[src/rtl/sm_attn_pkg.sv]
package sm_attn_pkg;

  localparam int COEF_W        = 4;
  localparam int EXP_W         = 16;
  localparam int CNT_W         = 5;
  localparam int NUM_SUBGRAPHS = 8;
  localparam int SG_W          = 3;
  localparam int SUM_W         = EXP_W + CNT_W;
  localparam int ALPHA_FRAC    = 8;
  // alpha is at most 1.0, so one integer bit
  localparam int ALPHA_W       = ALPHA_FRAC + 1;

  localparam int COEF_FIFO_DEPTH     = 4;
  localparam int DIVIDEND_FIFO_DEPTH = 32;
  localparam int DIVISOR_FIFO_DEPTH  = 4;

  typedef struct packed {
    logic [COEF_W-1:0] value;
  } coef_t;

  // one record per subgraph
  typedef struct packed {
    logic [CNT_W-1:0] num_nodes;
    logic [SUM_W-1:0] sum;
  } divisor_t;

  typedef struct packed {
    logic [EXP_W-1:0] dividend;
    logic [SUM_W-1:0] divisor;
    logic             last;
  } div_req_t;

  typedef struct packed {
    logic [ALPHA_W-1:0] value;
    logic               last;
  } alpha_t;

  typedef struct packed {
    logic [SG_W-1:0]  sg;
    logic [CNT_W-1:0] num_nodes;
  } cfg_t;

endpackage

[src/rtl/fxp_div_pipe.sv]
`timescale 1ns/10ps

module fxp_div_pipe import sm_attn_pkg::*; (
  input  logic     clk,
  input  logic     rst_n,
  input  logic     in_valid,
  output logic     in_ready,
  input  div_req_t in_req,
  output logic     out_valid,
  input  logic     out_ready,
  output alpha_t   out
);

  // remainder is wide enough for the divisor shifted by the top quotient bit
  typedef struct packed {
    logic [SUM_W+ALPHA_W-1:0] rem;
    logic [SUM_W-1:0]         dvs;
    logic [ALPHA_W-1:0]       quo;
    logic                     last;
  } stage_t;

  stage_t             head;
  stage_t             stg_q [ALPHA_W];
  logic [ALPHA_W-1:0] vld_q;
  logic               advance;

  // one restoring step resolving quotient bit b
  function automatic stage_t resolve(input stage_t s, input int unsigned b);
    logic [SUM_W+ALPHA_W-1:0] trial;
    stage_t                   r;
    trial = (SUM_W + ALPHA_W)'(s.dvs) << b;
    r = s;
    if (s.rem >= trial) begin
      r.rem    = s.rem - trial;
      r.quo[b] = 1'b1;
    end
    return r;
  endfunction

  // numerator is dividend * 2^ALPHA_FRAC
  always_comb begin
    head.rem  = (SUM_W + ALPHA_W)'({in_req.dividend, {ALPHA_FRAC{1'b0}}});
    head.dvs  = in_req.divisor;
    head.quo  = '0;
    head.last = in_req.last;
  end

  // whole pipe freezes while the output is held
  assign advance  = !out_valid || out_ready;
  assign in_ready = advance;

  always_ff @(posedge clk) begin
    if (advance) begin
      stg_q[0] <= resolve(head, ALPHA_W - 1);
      for (int k = 1; k < ALPHA_W; k++) begin
        stg_q[k] <= resolve(stg_q[k-1], ALPHA_W - 1 - k);
      end
    end
  end

  always_ff @(posedge clk or negedge rst_n) begin
    if (!rst_n) begin
      vld_q <= '0;
    end else if (advance) begin
      vld_q <= {vld_q[ALPHA_W-2:0], in_valid};
    end
  end

  assign out_valid = vld_q[ALPHA_W-1];
  assign out.value = stg_q[ALPHA_W-1].quo;
  assign out.last  = stg_q[ALPHA_W-1].last;

endmodule

[src/rtl/node_count_ram.sv]
`timescale 1ns/10ps

module node_count_ram import sm_attn_pkg::*; (
  input  logic             clk,
  input  logic             rst_n,
  input  logic             wr_valid,
  input  cfg_t             wr,
  input  logic [SG_W-1:0]  rd_sg,
  output logic [CNT_W-1:0] rd_num_nodes
);

  logic [CNT_W-1:0] mem [NUM_SUBGRAPHS];

  // host side
  always_ff @(posedge clk) begin
    if (wr_valid) begin
      mem[wr.sg] <= wr.num_nodes;
    end
  end

  // registered read like a block RAM
  always_ff @(posedge clk or negedge rst_n) begin
    if (!rst_n) begin
      rd_num_nodes <= '0;
    end else begin
      rd_num_nodes <= mem[rd_sg];
    end
  end

endmodule

[src/rtl/sm_attn_top.sv]
`timescale 1ns/10ps

module sm_attn_top import sm_attn_pkg::*; (
  input  logic   clk,
  input  logic   rst_n,
  input  logic   coef_valid,
  output logic   coef_ready,
  input  coef_t  coef_in,
  input  logic   cfg_valid,
  input  cfg_t   cfg,
  output logic   alpha_valid,
  input  logic   alpha_ready,
  output alpha_t alpha
);

  logic             fifo_valid;
  logic             fifo_ready;
  coef_t            fifo_coef;
  logic [SG_W-1:0]  rd_sg;
  logic [CNT_W-1:0] rd_num_nodes;

  // input coefficients
  sync_fifo #(
    .payload_t (coef_t),
    .DEPTH     (COEF_FIFO_DEPTH)
  ) u_coef_fifo (
    .clk       (clk),
    .rst_n     (rst_n),
    .in_valid  (coef_valid),
    .in_ready  (coef_ready),
    .in_data   (coef_in),
    .out_valid (fifo_valid),
    .out_ready (fifo_ready),
    .out_data  (fifo_coef)
  );

  // host writes counts only while the stream is idle
  node_count_ram u_node_count_ram (
    .clk          (clk),
    .rst_n        (rst_n),
    .wr_valid     (cfg_valid),
    .wr           (cfg),
    .rd_sg        (rd_sg),
    .rd_num_nodes (rd_num_nodes)
  );

  softmax_pipe u_softmax_pipe (
    .clk          (clk),
    .rst_n        (rst_n),
    .coef_valid   (fifo_valid),
    .coef_ready   (fifo_ready),
    .coef         (fifo_coef),
    .rd_sg        (rd_sg),
    .rd_num_nodes (rd_num_nodes),
    .alpha_valid  (alpha_valid),
    .alpha_ready  (alpha_ready),
    .alpha        (alpha)
  );

endmodule

[src/rtl/softmax_pipe.sv]
`timescale 1ns/10ps

module softmax_pipe import sm_attn_pkg::*; (
  input  logic             clk,
  input  logic             rst_n,
  input  logic             coef_valid,
  output logic             coef_ready,
  input  coef_t            coef,
  output logic [SG_W-1:0]  rd_sg,
  input  logic [CNT_W-1:0] rd_num_nodes,
  output logic             alpha_valid,
  input  logic             alpha_ready,
  output alpha_t           alpha
);

  // accumulate side
  logic [SG_W-1:0]  sg_q;
  logic [SG_W-1:0]  sg_d;
  logic [CNT_W-1:0] node_cnt_q;
  logic [SUM_W-1:0] sum_q;
  logic [SUM_W-1:0] sum_new;
  logic [EXP_W-1:0] exp_val;
  logic             is_last;
  logic             accept;

  logic             dvd_in_ready;
  logic             dvd_out_valid;
  logic             dvd_out_ready;
  logic [EXP_W-1:0] dvd_out_data;

  logic             dvs_in_valid;
  logic             dvs_in_ready;
  divisor_t         dvs_in_data;
  logic             dvs_out_valid;
  logic             dvs_out_ready;
  divisor_t         dvs_out_data;

  // issue side
  logic [CNT_W-1:0] issue_left_q;
  logic [SUM_W-1:0] issue_sum_q;
  logic [CNT_W-1:0] cur_left;
  logic [SUM_W-1:0] cur_sum;
  logic             at_start;
  logic             job_valid;
  logic             div_in_ready;
  logic             issue;
  div_req_t         req;

  assign exp_val = EXP_W'(1) << coef.value;
  assign sum_new = sum_q + SUM_W'(exp_val);
  assign is_last = (node_cnt_q == CNT_W'(rd_num_nodes - 1'b1));

  // the last node also needs room for its subgraph record
  assign coef_ready = dvd_in_ready && (!is_last || dvs_in_ready);
  assign accept     = coef_valid && coef_ready;

  assign dvs_in_valid          = accept && is_last;
  assign dvs_in_data.num_nodes = rd_num_nodes;
  assign dvs_in_data.sum       = sum_new;

  // table address follows the next index so the count is ready a cycle later
  always_comb begin
    sg_d = sg_q;
    if (accept && is_last) begin
      sg_d = (sg_q == SG_W'(NUM_SUBGRAPHS - 1)) ? '0 : sg_q + 1'b1;
    end
  end
  assign rd_sg = sg_d;

  always_ff @(posedge clk or negedge rst_n) begin
    if (!rst_n) begin
      sg_q       <= '0;
      node_cnt_q <= '0;
      sum_q      <= '0;
    end else begin
      sg_q <= sg_d;
      if (accept) begin
        node_cnt_q <= is_last ? '0 : node_cnt_q + 1'b1;
        sum_q      <= is_last ? '0 : sum_new;
      end
    end
  end

  sync_fifo #(
    .payload_t (logic [EXP_W-1:0]),
    .DEPTH     (DIVIDEND_FIFO_DEPTH)
  ) u_dividend_fifo (
    .clk       (clk),
    .rst_n     (rst_n),
    .in_valid  (accept),
    .in_ready  (dvd_in_ready),
    .in_data   (exp_val),
    .out_valid (dvd_out_valid),
    .out_ready (dvd_out_ready),
    .out_data  (dvd_out_data)
  );

  sync_fifo #(
    .payload_t (divisor_t),
    .DEPTH     (DIVISOR_FIFO_DEPTH)
  ) u_divisor_fifo (
    .clk       (clk),
    .rst_n     (rst_n),
    .in_valid  (dvs_in_valid),
    .in_ready  (dvs_in_ready),
    .in_data   (dvs_in_data),
    .out_valid (dvs_out_valid),
    .out_ready (dvs_out_ready),
    .out_data  (dvs_out_data)
  );

  // a zero count left means the next dividend opens a subgraph
  assign at_start  = (issue_left_q == '0);
  assign cur_left  = at_start ? dvs_out_data.num_nodes : issue_left_q;
  assign cur_sum   = at_start ? dvs_out_data.sum : issue_sum_q;
  assign job_valid = dvd_out_valid && (!at_start || dvs_out_valid);
  assign issue     = job_valid && div_in_ready;

  assign dvd_out_ready = div_in_ready && (!at_start || dvs_out_valid);
  assign dvs_out_ready = at_start && issue;

  assign req.dividend = dvd_out_data;
  assign req.divisor  = cur_sum;
  assign req.last     = (cur_left == CNT_W'(1));

  always_ff @(posedge clk or negedge rst_n) begin
    if (!rst_n) begin
      issue_left_q <= '0;
    end else if (issue) begin
      issue_left_q <= cur_left - 1'b1;
    end
  end

  always_ff @(posedge clk) begin
    if (issue) begin
      issue_sum_q <= cur_sum;
    end
  end

  fxp_div_pipe u_fxp_div_pipe (
    .clk       (clk),
    .rst_n     (rst_n),
    .in_valid  (job_valid),
    .in_ready  (div_in_ready),
    .in_req    (req),
    .out_valid (alpha_valid),
    .out_ready (alpha_ready),
    .out       (alpha)
  );

endmodule

[src/rtl/sync_fifo.sv]
`timescale 1ns/10ps

module sync_fifo #(
  parameter type payload_t = logic,
  parameter int  DEPTH     = 4
) (
  input  logic     clk,
  input  logic     rst_n,
  input  logic     in_valid,
  output logic     in_ready,
  input  payload_t in_data,
  output logic     out_valid,
  input  logic     out_ready,
  output payload_t out_data
);

  localparam int PTR_W = (DEPTH > 1) ? $clog2(DEPTH) : 1;

  payload_t         mem [DEPTH];
  logic [PTR_W-1:0] wr_ptr;
  logic [PTR_W-1:0] rd_ptr;
  logic [PTR_W:0]   count;
  logic             push;
  logic             pop;

  assign in_ready  = (count != (PTR_W+1)'(DEPTH));
  assign out_valid = (count != '0);
  // first word falls through
  assign out_data  = mem[rd_ptr];

  assign push = in_valid && in_ready;
  assign pop  = out_valid && out_ready;

  always_ff @(posedge clk) begin
    if (push) begin
      mem[wr_ptr] <= in_data;
    end
  end

  always_ff @(posedge clk or negedge rst_n) begin
    if (!rst_n) begin
      wr_ptr <= '0;
      rd_ptr <= '0;
      count  <= '0;
    end else begin
      if (push) begin
        wr_ptr <= (wr_ptr == PTR_W'(DEPTH - 1)) ? '0 : wr_ptr + 1'b1;
      end
      if (pop) begin
        rd_ptr <= (rd_ptr == PTR_W'(DEPTH - 1)) ? '0 : rd_ptr + 1'b1;
      end
      count <= count + (PTR_W+1)'(push) - (PTR_W+1)'(pop);
    end
  end

endmodule

[config.mk]
export PLATFORM = sky130hd
export DESIGN_NAME = sm_attn_top
export DESIGN_NICKNAME = d
export VERILOG_FILES = /design/src/rtl/sm_attn_pkg.sv /design/src/rtl/fxp_div_pipe.sv /design/src/rtl/node_count_ram.sv /design/src/rtl/sm_attn_top.sv /design/src/rtl/softmax_pipe.sv /design/src/rtl/sync_fifo.sv
export SDC_FILE = /design/constraint.sdc
export NUM_CORES = 2
export LEC_CHECK = 0
export BUFFER_PORTS_ARGS = -buffer_cell sky130_fd_sc_hd__buf_4
export CELL_PAD_IN_SITES_DETAIL_PLACEMENT = 1
export CELL_PAD_IN_SITES_GLOBAL_PLACEMENT = 2
export CORE_MARGIN = 2
export CORE_UTILIZATION = 47
export DETAILED_ROUTE_END_ITERATION = 10
export GPL_ROUTABILITY_DRIVEN = 0
export MAX_ROUTING_LAYER = met4
export PLACE_DENSITY = 0.79
export SLEW_MARGIN = 20
export SYNTH_ARGS = -nofsm -noshare
export SYNTH_HDL_FRONTEND = slang
export SYNTH_SLANG_ARGS = --single-unit
[constraint.sdc]
create_clock -name clk -period 16.1 [get_ports clk]
set_input_delay 0 -clock clk [delete_from_list [all_inputs] [get_ports clk]]
set_output_delay 0 -clock clk [all_outputs]
set_load 0.1 [all_outputs]
==> metrics <==
final cell count without fillers between 5000 and 6000; Port Buffers 28; die height ~350 µm; Min-Delay Path Class input port to flop; post-DP HPWL approximately 90000 µm; layout net count around 4200; Clock transition at path regs 0.06 ns; setup violators final 0; Netlist cell types 85; first-pass GRT wire length 206800 µm; Worst-Margin Slew slightly above 1 ns; Post-CTS Hold Fix Bufs 28; CTS tree yes; die area between 0.1 and 0.15 mm²; Layout Skew approximately 0.032 ns; Post-Synthesis Cells approximately 3800; Setup TNS 0 ns; largest net degree at the start of global routing 100; Final min period roughly 6.6 ns; Register Area roughly 0.036 mm²; Antenna Nets Post-Route 0; MaxCap Viol Count 0; Post-Syn Area ~0.056 mm²; final period utilization 0.4096; max frequency approximately 0.15 GHz; nature of the critical path startpoint flop; total track usage 0.2314; largest area contributor in the netlist edfxtp_1; worst skew pair latency around 0.76 ns; drt via density roughly 5.7; WP data arrival a little over 7 ns; Leak Pwr about 0.023 µW; area delta synth->final 12.54%; grt ovf 0; Post-route DRC 0; Pins Over Slew Limit 0; Cells after DPL 5286; share of the synthesized area in the top cell type 0.6040; num ports 29; Slew headroom 0.3055; status finished, final reports clean; Pre-antenna DRT Iters 5; Rows ~130; critical path type flop to flop; Fillers between 10000 and 15000; Detailed Route WL between 100000 and 150000 µm; number of global-route vias before repair between 30000 and 40000; async set-reset flop share out of synthesis 0.06516; proportion of layout cells with a drive suffix above 1 0.1557; Syn Nets 4031; top post-synthesis cells by area edfxtp_1 60%, mux4_2 7.4%, ha_1 5.3%, dfrtp_1 3.5%, inv_1 1.9%; final hold violation count 0; CTS root buffer clkbuf_16; multi-input logic area approximately 0.019 mm²; Initial Util 0.4724; Worst EP required between 15 and 20 ns; CP endpoint kind flop; total number of vias between 30000 and 40000; Post-synth EDFFs around 1100; Num CTS Buffers 134; Post-CTS Setup Bufs 0; mean routed wirelength per cell roughly 24 µm; initial antenna violation count 1; most common flop cell mapped by yosys edfxtp_1; core area between 0.1 and 0.15 mm²; die width approximately 350 µm; Pwr Density roughly 230 mW/mm²; CP max FO 99; most frequent cells after synthesis 1119 x edfxtp_1, 277 x inv_1, 235 x ha_1, 231 x nor2_1, 188 x nand2_1; yosys warns 0; post-cts resize count 0; Seq/Total Area, Yosys 0.6391; worst vdd ir approximately 0.15 mV; syn avg cell area 14.77 µm²; Diodes inserted 0; clock buffer depth 3; top-count cell post-synth edfxtp_1; drt initial violations 2215; RSZ-0062 raised after global routing no; H-tree lvl count 4; Clock Sinks 1197; flops & latches, synth roughly 1200
stage by stage:
step	setup WS [ns]	hold slack, ns	area, µm²	total power [µW]	util
global placement	9.537	-0.05383	57930	11290	0.4919
finish	9.505	0.1301	62610	14450	0.5316
detailed placement	9.470	-0.05091	57930	11470	0.4919
floorplan	1.690	-0.2956	55630	9695	-
CTS	9.434	0.1529	62600	14590	0.5316
global route	8.991	0.2149	62610	15390	0.5316
logic make-up after synthesis:
| kind of cell | Yosys count | synth area share |
|---|---|---|
| DFF | 1197 | 0.6391 |
| and+or+nand+nor | 752 | 0.06475 |
| AOI/OAI and AO/OA | 657 | 0.07566 |
| buffers and inverters | 394 | 0.02827 |
| muxes | 327 | 0.1047 |
| adders and majority gates | 247 | 0.05717 |
| xor gates and xnor gates | 193 | 0.03038 |
worst paths after layout:
check / slack (ns) / from / depth (start not counted) / end
worst min register to register: 0.41 / u_softmax_pipe.u_fxp_div_pipe.stg_q[0][373] / 0 / u_softmax_pipe.u_fxp_div_pipe.stg_q[0][434]
max in group asynchronous: 14.97 / rst_n / 4 / u_softmax_pipe.u_dividend_fifo.rd_ptr[1]
min in group asynchronous: 0.30 / rst_n / 4 / u_softmax_pipe.issue_left_q[3]
worst max-delay path: 9.50 / u_softmax_pipe.u_dividend_fifo.rd_ptr[0] / 15 / u_softmax_pipe.u_fxp_div_pipe.stg_q[0][42]
worst min-delay path: 0.13 / alpha_ready / 3 / u_softmax_pipe.u_fxp_div_pipe.vld_q[8]
worst max register to register: 9.50 / u_softmax_pipe.u_dividend_fifo.rd_ptr[0] / 15 / u_softmax_pipe.u_fxp_div_pipe.stg_q[0][42]
worst max-delay path, cell delays in order, from the launching register on:
cell	delay, ns
dfrtp_4	0.84
buf_12	0.64
mux4_2	0.63
mux4_2	0.48
mux2i_1	0.36
ha_1	0.27
fa_1	0.26
nor2b_1	0.08
o31a_1	0.29
o211ai_1	0.18
nand2_1	0.13
a211oi_1	0.48
o21ai_0	0.37
o21ai_2	0.39
buf_4	0.38
mux2_2	0.39
report_power, final:
group | internal, µW | leakage, µW | switching, µW
clock | 1770 | 0.00214 | 1270
combinational | 2610 | 0.00951 | 3580
sequential | 4690 | 0.0115 | 522
metal layers:
metal	part of all wire	routed length [µm]	up-vias	GRT usage
met5	0	0	-	-
li1	-	-	14690	-
met4	0.024	3189	0	0.06432
met2	0.51	68680	646	0.3935
met3	0.041	5500	201	0.03272
met1	0.42	56450	16170	0.2911
area by class of cell:
cell class | instances | area share
clock inverters | 77 | 0.01307
flip-flops and latches | 1197 | 0.5680
inverters | 282 | 0.01691
multi-input cells | 2176 | 0.2981
repair buffers | 123 | 0.01623
well taps | 1536 | 0.03070
clock buffers | 165 | 0.05694
layout by cell type, fill, tap and decap left out, types with 22 or more instances in the layout:
cell	instances
edfxtp_1	1119
inv_1	277
ha_1	235
nor2_1	204
nand2_1	188
mux4_2	184
a21oi_1	179
o21ai_0	157
clkbuf_16	138
xnor2_1	111
buf_4	94
xor2_1	82
dfrtp_1	75
mux2_2	74
a21o_1	74
nor3_1	55
nand3_1	53
mux2i_1	51
nand2b_1	41
o21a_1	35
a211oi_1	29
dlygate4sd3_1	27
nor2b_1	26
clkbuf_1	26
clkinv_2	26
nand4_1	25
clkinv_1	24
o31ai_1	23
and3_1	22
registers in the layout, indices dropped and copies added (netlist names), 5 cells and up:
name / count
u_coef_fifo.mem: 16
u_node_count_ram.mem: 40
u_node_count_ram.rd_num_nodes: 5
u_softmax_pipe.issue_left_q: 5
u_softmax_pipe.issue_sum_q: 21
u_softmax_pipe.node_cnt_q: 5
u_softmax_pipe.sum_q: 21
u_softmax_pipe.u_dividend_fifo.count: 6
u_softmax_pipe.u_dividend_fifo.mem: 512
u_softmax_pipe.u_dividend_fifo.rd_ptr: 5
u_softmax_pipe.u_dividend_fifo.wr_ptr: 5
u_softmax_pipe.u_divisor_fifo.mem: 104
u_softmax_pipe.u_fxp_div_pipe.stg_q: 426
u_softmax_pipe.u_fxp_div_pipe.vld_q: 9
Power figures use the tool's default switching activity.
